--- src/design/rv32i_mem_consts.svh ---
`ifndef RV32I_MEM_CONSTS_SVH
`define RV32I_MEM_CONSTS_SVH

// major opcodes seen by the memory stage
`define OP_LOAD   7'b0000011
`define OP_STORE  7'b0100011
`define OP_IMM    7'b0010011
`define OP_REG    7'b0110011

// load widths
`define F3_LB     3'b000
`define F3_LH     3'b001
`define F3_LW     3'b010
`define F3_LBU    3'b100
`define F3_LHU    3'b101

// store widths
`define F3_SB     3'b000
`define F3_SH     3'b001
`define F3_SW     3'b010

// data sram geometry, words and word-index bits
`define DMEM_WORDS 256
`define DMEM_AW    8

`endif

--- src/design/rv32i_types_pkg.sv ---
`default_nettype none

`include "rv32i_mem_consts.svh"

package rv32i_types;

    // data or address word
    typedef logic [31:0] rv32i_word;

    // raw opcode field
    typedef logic [6:0] rv32i_opcode_t;

    // architectural register index
    typedef logic [4:0] rv32i_reg_t;

    // one bit per byte lane, bit k is byte k
    typedef logic [3:0] byte_mask_t;

    // byte offset inside a word
    typedef logic [1:0] lane_t;

    // funct3 before interpretation
    typedef logic [2:0] funct3_t;

    // load width and signedness
    typedef enum logic [2:0] {
        lb  = `F3_LB,
        lh  = `F3_LH,
        lw  = `F3_LW,
        lbu = `F3_LBU,
        lhu = `F3_LHU
    } load_funct3_t;

    // store width
    typedef enum logic [2:0] {
        sb = `F3_SB,
        sh = `F3_SH,
        sw = `F3_SW
    } store_funct3_t;

endpackage

`default_nettype wire

--- src/design/load_align.sv ---
`default_nettype none

module load_align
import rv32i_types::*;
(
    input  logic      is_load,
    input  funct3_t   funct3,
    // byte offset of the original address
    input  lane_t     lane,
    input  rv32i_word alu_result,
    // raw word from the sram
    input  rv32i_word rdata,

    output rv32i_word wb_data
);

    rv32i_word    shifted;
    load_funct3_t load_funct3;

    assign load_funct3 = load_funct3_t'(funct3);

    // addressed byte or halfword moved down to bit 0
    assign shifted = rdata >> {lane, 3'b000};

    always_comb begin
        // non-loads write back the alu result
        wb_data = alu_result;
        if (is_load) begin
            case (load_funct3)
                lb:  wb_data = {{24{shifted[7]}}, shifted[7:0]};
                lbu: wb_data = {24'b0, shifted[7:0]};
                lh:  wb_data = {{16{shifted[15]}}, shifted[15:0]};
                lhu: wb_data = {16'b0, shifted[15:0]};
                lw:  wb_data = rdata;
                // undefined width, hand back the raw word
                default: wb_data = rdata;
            endcase
        end
    end

endmodule

`default_nettype wire

--- config.mk ---
export PLATFORM = sky130hd
export DESIGN_NAME = load_align
export DESIGN_NICKNAME = d
export VERILOG_FILES = /design/src/design/rv32i_types_pkg.sv /design/src/design/load_align.sv
export VERILOG_INCLUDE_DIRS = /design/src /design/src/design
export SDC_FILE = /design/constraint.sdc
export NUM_CORES = 1
export LEC_CHECK = 0
export BUFFER_PORTS_ARGS = -buffer_cell sky130_fd_sc_hd__buf_2
export CAP_MARGIN = 20
export CELL_PAD_IN_SITES_DETAIL_PLACEMENT = 0
export CELL_PAD_IN_SITES_GLOBAL_PLACEMENT = 1
export CORE_MARGIN = 3
export CORE_UTILIZATION = 25
export DETAILED_ROUTE_END_ITERATION = 12
export PLACE_DENSITY_LB_ADDON = 0.05
export SYNTH_ARGS = -nofsm -noshare
export SYNTH_HDL_FRONTEND = slang
export SYNTH_SLANG_ARGS = --single-unit
--- constraint.sdc ---
create_clock -name vclk -period 4.75
set_input_delay 0.95 -clock vclk [all_inputs]
set_output_delay 0.95 -clock vclk [all_outputs]
set_load 0.01 [all_outputs]
==> reports/qor.csv <==
metric;value;unit
gp_congestion;0.744;
fill_cells;460;
ctsHoldBuffers;0;
worst-slew-pin-transition;713;ps
row_count;22;
cts_resized;0;
maxCapViolCount;0;
period_share;77.6;%
synth.largest_area_cell;o21ai_0;
synth_compound_area_share;47.8;%
synth_top_family_by_area;compound AO/OA/AOI/OAI gates;
fin_crit;3690;ps
grt_pass1_wl;6990;um
hold_ws;2200;ps
outcome;finished, final reports clean;
yosysSeqAreaShare;0;%
postCtsSetupBuffers;0;
vias;1506;
p_per_area;106;nW/um^2
nClkBuffers;0;
antenna_left;0;
seqCellArea;0;um^2
max_slew_margin;52.3;%
cp-start-kind;input port;
end_kind;primary output;
syn_area;1020;um^2
irDropWorstVdd;36.3;uV
holdPathStages;4;
required;3800;ps
routed_wirelength;4450;um
hold_viol;0;
stdcell_count;296;
dieArea;4880;um^2
grt_overflow_total;0;
antenna_found_initial;0;
finalSetupTns;0;ps
syn_area_per_cell;6.21;um^2
drc_errors;0;
drtPass1Iterations;4;
utilization;39.3;%
hpwl;3550;um
fmax;271;MHz
ys_types;27;
coreArea;3800;um^2
criticalPathCategory;in2out;
insertedDiodeCount;0;
synthTopCellsByArea;o21ai_0 (11%), o221ai_1 (11%), mux2i_1 (11%);
ios;102;
synth_simple_gate_area_share;24.0;%
grt.total_usage;16.8;%
rsz0062_at_grt;no;
initial_utilization;26.8;%
grt_pass1_vias;1450;
drt-wirelength-per-cell;15.0;um
synth_cells;164;
synthMuxAreaShare;13.0;%
critPathMaxFanout;16;
die_w;69.8;um
cp.arrival;2740;ps
slew_viol_final;0;
endpoint;wb_data[20];
seq_cell_count;0;
syn_to_final_growth;46.7;%
setup.worst_path.start;lane[1];
hold_class;in2out;
grt_max_degree;31;
dp_cells;296;
drtIter0Drc;97;
synth_top_area_share;11.3;%
io_buffers;102;
synth_xor_area_share;0;%
final_layout_size_suffix_gt1_share;43.1;%
nNetsFinal;320;
synth_warnings;0;
viasPerCell;5.09;
synth-adder-area-share;0;%
p_leak;0.000767;uW
synth.net_count;234;
die_height;69.8;um
setup_viol;0;
-- report_power, final --
part / switching, uW / total (uW) / internal, uW
logic: 88.6 / 159 / 70.5
clock network: 0 / 0 / 0
registers: 0 / 0 / 0
-- logic make-up (layout without fill, tap and decap cells) --
| group | Yosys count | after routing |
|---|---|---|
| muxes | 12 | 12 |
| AOI/OAI and AO/OA | 72 | 72 |
| buffers and inverters | 33 | 117 |
| and+or+nand+nor | 47 | 47 |
-- metal layers --
metal	vias up	track usage [%]	routed length [um]
met2	56	29.5	2120
li1	776	-	-
met1	674	23.3	2030
met4	0	0	0
met5	-	0	0
met3	0	2.17	302
-- worst min path at each step --
stage / startpoint / endpoint
finish: alu_result[18] / wb_data[18]
global route: alu_result[18] / wb_data[18]
CTS: alu_result[18] / wb_data[18]
detailed placement: alu_result[18] / wb_data[18]
global placement: alu_result[19] / wb_data[19]
floorplan: alu_result[22] / wb_data[22]
-- placed cells by master, fill, tap and decap left out, types with 3 or more instances in the layout --
| master | instances |
|---|---|
| buf_2 | 102 |
| nand2_1 | 27 |
| o21ai_0 | 23 |
| inv_1 | 14 |
| o221ai_1 | 13 |
| mux2i_1 | 11 |
| a21oi_1 | 9 |
| nand2b_1 | 7 |
| o2bb2ai_1 | 7 |
| o22ai_1 | 7 |
| a22oi_1 | 7 |
| o21ai_1 | 4 |
| nor2_1 | 3 |
-- worst max-delay path: stages --
cell and delay [ps]:
buf_2 330, mux2i_4 310, nor3_1 100, a211oi_4 650
o221ai_1 220, buf_2 170
-- metrics by stage --
stage | instance area [um^2] | power [uW] | setup slack (ps)
floorplan | 1020 | 93.4 | 1730
global placement | 1490 | 161 | 1110
global route | 1490 | 178 | 914
detailed placement | 1490 | 161 | 1090
finish | 1490 | 159 | 1060
CTS | 1490 | 161 | 1090
-- Yosys cell counts, types with 2 or more instances --
library cell and instances:
buf_6 3, o22ai_1 7, o21ai_0 23, inv_1 14, o2bb2ai_1 7, nand2b_1 7
a22oi_1 7, clkbuf_1 11, buf_2 4, nand3b_1 2, o221ai_1 13, nor2b_1 2
mux2i_1 11, a21oi_1 9, nand2_1 27, o21ai_1 4, nor2_1 3
-- layout make-up --
class | count | area (um^2) | area share, %
Multi-Input combinational cell | 131 | 863 | 57.8
Timing Repair Buffer | 103 | 518 | 34.7
Tap cell | 48 | 60.1 | 4.02
Inverter | 14 | 52.6 | 3.52
Power figures use the tool's default switching activity.
