[src/design/rv32i_mem_consts.svh]
`ifndef RV32I_MEM_CONSTS_SVH
`define RV32I_MEM_CONSTS_SVH

// major opcodes seen by the memory stage
`define OP_LOAD   7'b0000011
`define OP_STORE  7'b0100011
`define OP_IMM    7'b0010011
`define OP_REG    7'b0110011

// load widths
`define F3_LB     3'b000
`define F3_LH     3'b001
`define F3_LW     3'b010
`define F3_LBU    3'b100
`define F3_LHU    3'b101

// store widths
`define F3_SB     3'b000
`define F3_SH     3'b001
`define F3_SW     3'b010

// data sram geometry, words and word-index bits
`define DMEM_WORDS 256
`define DMEM_AW    8

`endif

[src/design/rv32i_types_pkg.sv]
`default_nettype none

`include "rv32i_mem_consts.svh"

package rv32i_types;

    // data or address word
    typedef logic [31:0] rv32i_word;

    // raw opcode field
    typedef logic [6:0] rv32i_opcode_t;

    // architectural register index
    typedef logic [4:0] rv32i_reg_t;

    // one bit per byte lane, bit k is byte k
    typedef logic [3:0] byte_mask_t;

    // byte offset inside a word
    typedef logic [1:0] lane_t;

    // funct3 before interpretation
    typedef logic [2:0] funct3_t;

    // load width and signedness
    typedef enum logic [2:0] {
        lb  = `F3_LB,
        lh  = `F3_LH,
        lw  = `F3_LW,
        lbu = `F3_LBU,
        lhu = `F3_LHU
    } load_funct3_t;

    // store width
    typedef enum logic [2:0] {
        sb = `F3_SB,
        sh = `F3_SH,
        sw = `F3_SW
    } store_funct3_t;

endpackage

`default_nettype wire

[src/design/dmem_if.sv]
`default_nettype none

interface dmem_if
import rv32i_types::*;
();

    // word-aligned request address
    rv32i_word  address;
    rv32i_word  wdata;
    // lanes touched by this access
    byte_mask_t byte_enable;
    // single-cycle strobes, mutually exclusive
    logic       read;
    logic       write;
    // valid in the cycle after a read strobe
    rv32i_word  rdata;

    // stage side
    modport requester (
        output address, wdata, byte_enable, read, write,
        input  rdata
    );

    // memory side
    modport responder (
        input  address, wdata, byte_enable, read, write,
        output rdata
    );

endinterface

`default_nettype wire

[src/design/mem_stage.sv]
`default_nettype none

`include "rv32i_mem_consts.svh"

module mem_stage
import rv32i_types::*;
(
    // ex/mem record
    input  logic          valid,
    input  rv32i_opcode_t opcode,
    input  funct3_t       funct3,
    input  rv32i_word     alu_out,
    input  rv32i_word     store_data,

    // fields carried on to the mem/wb register
    output rv32i_word     mem_addr,
    output byte_mask_t    rmask,
    output byte_mask_t    wmask,
    output rv32i_word     st_wdata,
    output logic          trap,

    // request to the data sram
    dmem_if.requester     dmem
);

    logic          is_load;
    logic          is_store;
    lane_t         lane;
    byte_mask_t    lane_mask;
    logic          misaligned;
    load_funct3_t  load_funct3;
    store_funct3_t store_funct3;

    // only a valid record can touch memory
    assign is_load  = valid && (opcode == `OP_LOAD);
    assign is_store = valid && (opcode == `OP_STORE);

    assign load_funct3  = load_funct3_t'(funct3);
    assign store_funct3 = store_funct3_t'(funct3);

    // byte offset from the low address bits
    assign lane     = alu_out[1:0];
    assign mem_addr = {alu_out[31:2], 2'b00};

    // width mask moved onto the lane, plus alignment check
    always_comb begin
        lane_mask  = '0;
        misaligned = 1'b0;
        if (is_load) begin
            case (load_funct3)
                lb, lbu: lane_mask = 4'b0001 << lane;
                lh, lhu: begin
                    lane_mask  = 4'b0011 << lane;
                    // halfword must start at lane 0 or 2
                    misaligned = lane[0];
                end
                lw: begin
                    lane_mask  = 4'b1111;
                    misaligned = |lane;
                end
                default: ;
            endcase
        end else if (is_store) begin
            case (store_funct3)
                sb: lane_mask = 4'b0001 << lane;
                sh: begin
                    lane_mask  = 4'b0011 << lane;
                    misaligned = lane[0];
                end
                sw: begin
                    lane_mask  = 4'b1111;
                    misaligned = |lane;
                end
                default: ;
            endcase
        end
    end

    // misaligned access squashed, masks forced to zero
    assign trap  = misaligned;
    assign rmask = (is_load && !misaligned) ? lane_mask : '0;
    assign wmask = (is_store && !misaligned) ? lane_mask : '0;

    // store data lands on its own lanes
    assign st_wdata = store_data << {lane, 3'b000};

    // strobes follow the masks, so a trap raises neither
    assign dmem.address     = mem_addr;
    assign dmem.wdata       = st_wdata;
    assign dmem.byte_enable = rmask | wmask;
    assign dmem.read        = |rmask;
    assign dmem.write       = |wmask;

endmodule

`default_nettype wire

[src/flat_wrapper.sv]
// flat-port wrapper written by rule: the top's interface ports become plain ports
module mem_stage_flat import rv32i_types::*;
  (valid, opcode, funct3, alu_out, store_data, mem_addr, rmask, wmask, st_wdata, trap, dmem_address, dmem_wdata, dmem_byte_enable, dmem_read, dmem_write, dmem_rdata);
  dmem_if dmem_i ();
  input  logic valid;
  input  rv32i_opcode_t opcode;
  input  funct3_t funct3;
  input  rv32i_word alu_out;
  input  rv32i_word store_data;
  output rv32i_word mem_addr;
  output byte_mask_t rmask;
  output byte_mask_t wmask;
  output rv32i_word st_wdata;
  output logic trap;
  output wire logic [$bits(dmem_i.address)-1:0] dmem_address;
  output wire logic [$bits(dmem_i.wdata)-1:0] dmem_wdata;
  output wire logic [$bits(dmem_i.byte_enable)-1:0] dmem_byte_enable;
  output wire logic [$bits(dmem_i.read)-1:0] dmem_read;
  output wire logic [$bits(dmem_i.write)-1:0] dmem_write;
  input wire logic [$bits(dmem_i.rdata)-1:0] dmem_rdata;
  assign dmem_address = dmem_i.address;
  assign dmem_wdata = dmem_i.wdata;
  assign dmem_byte_enable = dmem_i.byte_enable;
  assign dmem_read = dmem_i.read;
  assign dmem_write = dmem_i.write;
  assign dmem_i.rdata = dmem_rdata;
  mem_stage u_core (.valid(valid), .opcode(opcode), .funct3(funct3), .alu_out(alu_out), .store_data(store_data), .mem_addr(mem_addr), .rmask(rmask), .wmask(wmask), .st_wdata(st_wdata), .trap(trap), .dmem(dmem_i));
endmodule
[config.mk]
export PLATFORM = sky130hd
export DESIGN_NAME = mem_stage_flat
export DESIGN_NICKNAME = d
export VERILOG_FILES = /design/src/design/rv32i_types_pkg.sv /design/src/design/dmem_if.sv /design/src/design/mem_stage.sv /design/src/flat_wrapper.sv
export VERILOG_INCLUDE_DIRS = /design/src /design/src/design
export SDC_FILE = /design/constraint.sdc
export NUM_CORES = 1
export LEC_CHECK = 0
export BUFFER_PORTS_ARGS = -buffer_cell sky130_fd_sc_hd__buf_4
export CORE_AREA = 2 2 96 98
export DETAILED_ROUTE_END_ITERATION = 10
export DIE_AREA = 0 0 98 100
export PLACE_DENSITY = 0.6
export SLEW_MARGIN = 25
export SYNTH_ARGS = -nofsm -noshare
export SYNTH_HDL_FRONTEND = slang
export SYNTH_SLANG_ARGS = --single-unit
[constraint.sdc]
create_clock -name vclk -period 1.89
set_clock_uncertainty 0.1 [all_clocks]
set_input_delay 0 -clock vclk [all_inputs]
set_output_delay 0 -clock vclk [all_outputs]
set_load 0.005 [all_outputs]
==> flow_summary_export.csv, run 1 <==
group,metric,value,unit
drt,wl_met1,2190,microns
yosys,synth_area_per_cell,6.72,sq um
global_routing,grt_start_max_net_pins,23,
drt,routed.top_layer,"met4",
yosys,synth_top_area_share,43.4,%
floorplan,die_y,100,microns
timing,setup_ws,0.0262,ns
drt,drc,0,
timing,fmax,537,MHz
cells_and_area,seq_cells,0,
drt,wirelength,5670,microns
place,place_ws,-0.0135,ns
floorplan,fp-row-count,35,
cells_and_area,final_cells,417,
cells_and_area,final.fill_count,992,
drt,route.detailed.wl_per_inst,13.6,microns
timing,slew_viol_final,0,
cells_and_area,syn_to_final_growth,43.8,%
drt,ant_nets,0,
cells_and_area,clkbuf_count,0,
timing,min_period_over_period,98.6,%
floorplan,die_w,98,microns
cells_and_area,drive_above_1_share,48.4,%
place,dp_cells,385,
worst_setup_path,crit_start,"opcode[6]",
worst_hold_path,hold_start,"store_data[7]",
place,io_buffers,124,
worst_setup_path,crit_chain,"buf_6 > or4_4 > or3_4 > or4_4 > a21oi_2 > buf_4",
worst_hold_path,holdCritPathClass,"in -> out",
timing,finalHoldViolCount,0,
place,gp_congestion,0.809,
cells_and_area,final-seq-area,0,sq um
yosys,ys_top_cells_by_count,"buf_4 (96), nor2_1 (21), mux2i_1 (17)",
yosys,yosysWarnings,0,
global_routing,grt_use_total,9.48,%
outcome,status,"finished clean",
pwr,power_density,215,mW/mm^2
yosys,yosys.area.top_type,"buf_4",
cells_and_area,diodes,0,
pwr,finalPower,0.513,mW
worst_setup_path,path_class,"in -> out",
drt,num_vias,1758,
worst_setup_path,crit_path_frequent_cell,"or4_4",
worst_setup_path,startpoint_type,"primary input",
worst_setup_path,crit_arrival,1.76,ns
floorplan,io_pins,250,
yosys,post-synth-top-count-cell,"buf_4",
cells_and_area,fin_nets,419,
floorplan,start_util,18.7,%
yosys,ys_seq_area_share,0,%
pwr,peakVddDrop,88.6,uV
worst_setup_path,cp_slowest_stage_delay,0.53,ns
yosys,synth_top_cells_by_area,"buf_4 (43%), mux2i_1 (10%), nor2_1 (4.7%), a21oi_1 (4.5%), a211oi_1 (4.1%)",
worst_setup_path,cp_max_fo,3,
yosys,synth_area,0.00166,sq mm
drt,drt_iter0_markers,45,
global_routing,overflow,0,
worst_setup_path,crit_slowest_cell,"or4_4",
timing,worstMarginPinSlew,0.605,ns
floorplan,design.core.area,0.00889,sq mm
cells_and_area,multiInputGateArea,923,sq um
drt,avgViaCountPerCell,4.22,
job,maxCapViolCount,0,
timing,holdWs,0.223,ns
timing,relSlewSlack,59.6,%
worst_setup_path,end_kind,"primary output",
timing,rsz0062_at_grt,"yes",
drt,met3_length,437,microns
yosys,yosys.cell_types.count,35,
floorplan,dieArea,0.00980,sq mm
timing,fin_crit,1.86,ns
place,dpl.hpwl,4310,microns
drt,wl_met2,3020,microns
drt,drtPass1Iterations,4,
pwr,power_leakage,1.16,nW
yosys,netlist_instances,247,
global_routing,grt_pass1_wl,7820,microns
global_routing,grt_pass1_vias,1588,
timing,setup_viol,0,
worst_setup_path,cp_data_required_time,1.79,ns
global_routing,antenna_found_initial,0,
==> power breakdown <==
group,internal [mW],leakage (nW),total (mW),switching [mW]
clock,0,0,0,0
combinational,0.286,1.16,0.513,0.227
sequential,0,0,0,0
==> cell usage in the layout (no fill, tap or decap), types with 2 or more instances in the layout <==
cell | netlist | layout
inv_1 | 5 | 5
buf_6 | 1 | 2
o21ai_1 | 2 | 2
conb_1 | 1 | 4
o21ai_0 | 11 | 11
ha_1 | 4 | 4
a211oi_1 | 9 | 9
nor3b_1 | 2 | 2
buf_4 | 96 | 131
nand2_1 | 10 | 10
nor2_1 | 21 | 18
and2_1 | 8 | 8
nor2b_1 | 10 | 10
dlygate4sd3_1 | 0 | 30
or4_4 | 2 | 4
nand2b_1 | 2 | 2
a21oi_2 | 3 | 3
a21oi_1 | 15 | 15
nor2_2 | 0 | 3
mux2i_1 | 17 | 17
==> final cells by class <==
class | instances | share of cell area, %
well taps | 111 | 5.82
repair buffers | 163 | 54.7
multi-input cells | 138 | 38.7
inverters | 5 | 0.786
==> cells by family (layout without fill, tap and decap cells) <==
kind of cell               Yosys count  count (layout)  synth area share [%]
buffers and inverters              113             168                  47.7
other                                1               4                 0.226
AOI/OAI and AO/OA                   47              47                  17.6
and+or+nand+nor                     64              65                  20.6
muxes                               18              18                  10.9
adders and majority gates            4               4                  3.01
==> metrics by stage <==
stage	cell area, sq um	util (%)	setup TNS [ns]
6_report	2390	26.9	0
5_1_grt	2390	26.9	-0.0742
4_1_cts	2340	26.3	0
3_5_place_dp	2030	22.8	-0.0135
3_3_place_gp	2030	22.8	0
2_1_floorplan	1670	-	0
==> path summary, 6_finish.rpt <==
kind / slack [ns] / endpoint / cells after the start
max: 0.03 / dmem_byte_enable[0] / 6
min: 0.22 / dmem_wdata[7] / 3
==> what timing repair did <==
action	in CTS	in global routing
hold endpoints to repair	60	0
buffers inserted	0	1
endpoints found under the setup margin	1	9
cloned	0	1
gates resized for setup	2	9
hold buffers	30	0
pin swaps	0	5
==> layer usage <==
layer  vias up  global-route usage, %
met3         4                  0.766
met5         -                      0
met2       115                   18.1
met1       792                   12.2
li1        847                      -
met4         0                  0.534
==> worst max-delay path, delay by kind of cell <==
| kind | cells | cell delay, ns |
|---|---|---|
| simple gates | 3 | 1.42 |
| compound gates | 1 | 0.14 |
| buf+inv | 2 | 0.21 |
No activity file was read; power rests on OpenSTA's default activity.
==> inputs of run 2 (changes only) <==
ABC_AREA = 1   (was not set)
BUFFER_PORTS_ARGS = -buffer_cell sky130_fd_sc_hd__buf_2   (was -buffer_cell sky130_fd_sc_hd__buf_4)
CORE_AREA = 2 2 98 100   (was 2 2 96 98)
DIE_AREA = 0 0 100 102   (was 0 0 98 100)
RECOVER_POWER = 100   (was not set)
==> run 2 against run 1 <==
  * Worst hold slack got worse by 0.0012 ns
  * Global-route usage fell by 0.77 points
  * First-iteration DRC count shrank 62%
  * Non-clock buffer count decreased by 3
  * Final area shrank 13%
  * Die area rose by 4.1%
  * Critical path depth up 4
  * Largest cell class is now multi-input gates
  * Largest power group unchanged
==> flow_summary_export.csv, run 2 <==
group,metric,value,unit
place,dpl.hpwl,4230,microns
pwr,p_int,0.183,mW
cells_and_area,final.fill_count,1056,
worst_setup_path,path_class,"in -> out",
yosys,ys_seq_area_share,0,%
cells_and_area,layout_common_cells,"buf_2 (57), clkbuf_1 (43), nand2_1 (33), nor2_1 (31), dlygate4sd3_1 (30)",
pwr,p_comb_share,100.0,%
global_routing,grt_use_total,8.72,%
floorplan,io_pins,250,
cells_and_area,clkbuf_count,0,
global_routing,grt_pass1_vias,1586,
outcome,status,"finished clean",
pwr,power_frac_clock,0,%
worst_setup_path,cp_max_fo,9,
worst_setup_path,startpoint_type,"primary input",
yosys,post-synth-top-count-cell,"buf_4",
timing,worstMarginPinSlew,0.562,ns
pwr,power_density,202,mW/mm^2
cells_and_area,multiInputGateArea,917,sq um
pwr,peakVddDrop,69.8,uV
cells_and_area,syn_to_final_growth,15.7,%
pwr,finalPower,0.417,mW
place,dp_cells,430,
cells_and_area,layout_commonest_cell,"buf_2",
global_routing,antenna_found_initial,0,
floorplan,die_w,100,microns
pwr,switching_power,0.234,mW
worst_setup_path,crit_arrival,1.50,ns
timing,relSlewSlack,62.6,%
timing,rsz0062_at_grt,"no",
yosys,yosysWarnings,0,
cells_and_area,diodes,0,
drt,route.detailed.wl_per_inst,11.3,microns
drt,wirelength,5200,microns
yosys,synth_area_per_cell,6.10,sq um
job,maxCapViolCount,0,
cells_and_area,final-seq-area,0,sq um
worst_setup_path,end_kind,"primary output",
drt,drt_iter0_markers,17,
worst_setup_path,crit_chain,"clkbuf_4 > clkinvlp_4 > ha_1 > nand3_1 > nand3_1 > nand3_1 > nand2_1 > o21ai_0 > nand3_1 > buf_2",
worst_setup_path,cp_data_required_time,1.79,ns
cells_and_area,drive_above_1_share,30.7,%
pwr,sequentialPowerShare,0,%
floorplan,start_util,19.6,%
global_routing,grt_pass1_wl,7430,microns
worst_setup_path,cp_slowest_stage_delay,0.34,ns
timing,setup_tns,0,ns
yosys,netlist_instances,293,
pwr,power_leakage,1.07,nW
timing,setup_viol,0,
yosys,synth_area,0.00179,sq mm
yosys,ys_top_cells_by_count,"buf_4 (98), nand2_1 (31), nor2_1 (31)",
yosys,yosys.area.top_type,"buf_4",
worst_setup_path,cp_num_buf_inv,3,
worst_setup_path,crit_slowest_cell,"ha_1",
place,io_buffers,124,
pwr,swShare,56.1,%
drt,num_vias,1900,
cells_and_area,seq_cells,0,
timing,min_period_over_period,84.4,%
timing,fmax,627,MHz
worst_setup_path,crit_path_frequent_cell,"nand3_1",
timing,slew_viol_final,0,
yosys,synth_top_area_share,41.2,%
yosys,yosys.cell_types.count,27,
cells_and_area,final_cells,460,
drt,ant_nets,0,
floorplan,dieArea,0.0102,sq mm
floorplan,design.core.area,0.00911,sq mm
floorplan,fp-row-count,35,
place,gp_congestion,0.741,
drt,drtPass1Iterations,4,
cells_and_area,fin_nets,462,
global_routing,grt_start_max_net_pins,25,
drt,drc,0,
yosys,synth_top_cells_by_area,"buf_4 (41%), a21oi_1 (6.7%), nand2_1 (6.5%), nor2_1 (6.5%), inv_1 (4.6%)",
floorplan,die_y,102,microns
worst_hold_path,holdCritPathClass,"in -> out",
drt,avgViaCountPerCell,4.13,
timing,finalHoldViolCount,0,
worst_setup_path,path_delay_family,"buffers and inverters",
timing,holdWs,0.222,ns
global_routing,overflow,0,
timing,fin_crit,1.60,ns
==> run 2: cell types whose count changed after synthesis, sizes merged, moves of 3 or more <==
cell / previous run / this run
nand2: 10 / 34
inv: 5 / 26
nor2: 21 / 39
nand3: 1 / 17
mux2i: 17 / 7
nor2b: 10 / 0
a211oi: 9 / 0
and2: 8 / 0
o21ai: 13 / 21
a21oi: 18 / 24
a22oi: 1 / 7
clkbuf: 9 / 5
buf: 99 / 102
or4: 3 / 0
==> run 2: power groups by stage <==
stage                     combinational, mW  sequential, mW  clock, mW
after floorplan                       0.353               0          0
after global placement                0.361               0          0
after detailed placement              0.365               0          0
after CTS                             0.439               0          0
after global routing                  0.474               0          0
final                                 0.417               0          0
==> run 2: metal layers <==
| metal | global-route usage [%] | up-vias | wire (microns) |
|---|---|---|---|
| met3 | 0.547 | 0 | 409 |
| met1 | 11.0 | 821 | 2090 |
| met4 | 0.211 | 0 | 0 |
| met5 | 0 | - | 0 |
| li1 | - | 953 | - |
| met2 | 17.2 | 126 | 2700 |
==> run 2: final timing paths <==
path / to / cells past startpoint / start
setup / recovery: dmem_write / 10 / alu_out[0]
hold / removal: dmem_wdata[3] / 4 / store_data[3]
==> run 2: through the flow <==
step | utilization [%] | area [sq um] | setup slack, ns
finish | 22.7 | 2070 | 0.295
global route | 22.7 | 2070 | 0.0842
CTS | 23.4 | 2130 | 0.0772
detailed placement | 20.1 | 1830 | 0.0961
global placement | 20.1 | 1830 | 0.166
floorplan | - | 1800 | 0.483
==> run 2: cells by family (layout without fill, tap and decap cells) <==
group | count (synthesis) | after routing | synth area share (%)
other | 1 | 4 | 0.210
adder cells (fa/ha/maj) | 4 | 4 | 2.80
multiplexers | 7 | 7 | 3.92
buffers and inverters | 134 | 187 | 49.0
AO/OA/AOI/OAI | 53 | 53 | 16.5
AND/OR/NAND/NOR | 94 | 94 | 27.5
==> run 2: final cells by class <==
cell class	instances	area share (%)
inverter	27	5.08
multi-input combinational	162	44.4
tap	111	6.72
timing repair buffer	160	43.8
==> run 2: repair_timing <==
item,in CTS,in global routing
hold buffers,30,0
buffers inserted,0,0
resized for setup,0,2
endpoints found under the setup margin,0,1
endpoints found under the hold margin,60,0
==> run 2: tightest hold or removal path, cell delays in order <==
cell	delay [ns]
buf_2	0.10
nand2_1	0.07
nor2_1	0.05
clkbuf_1	0.10
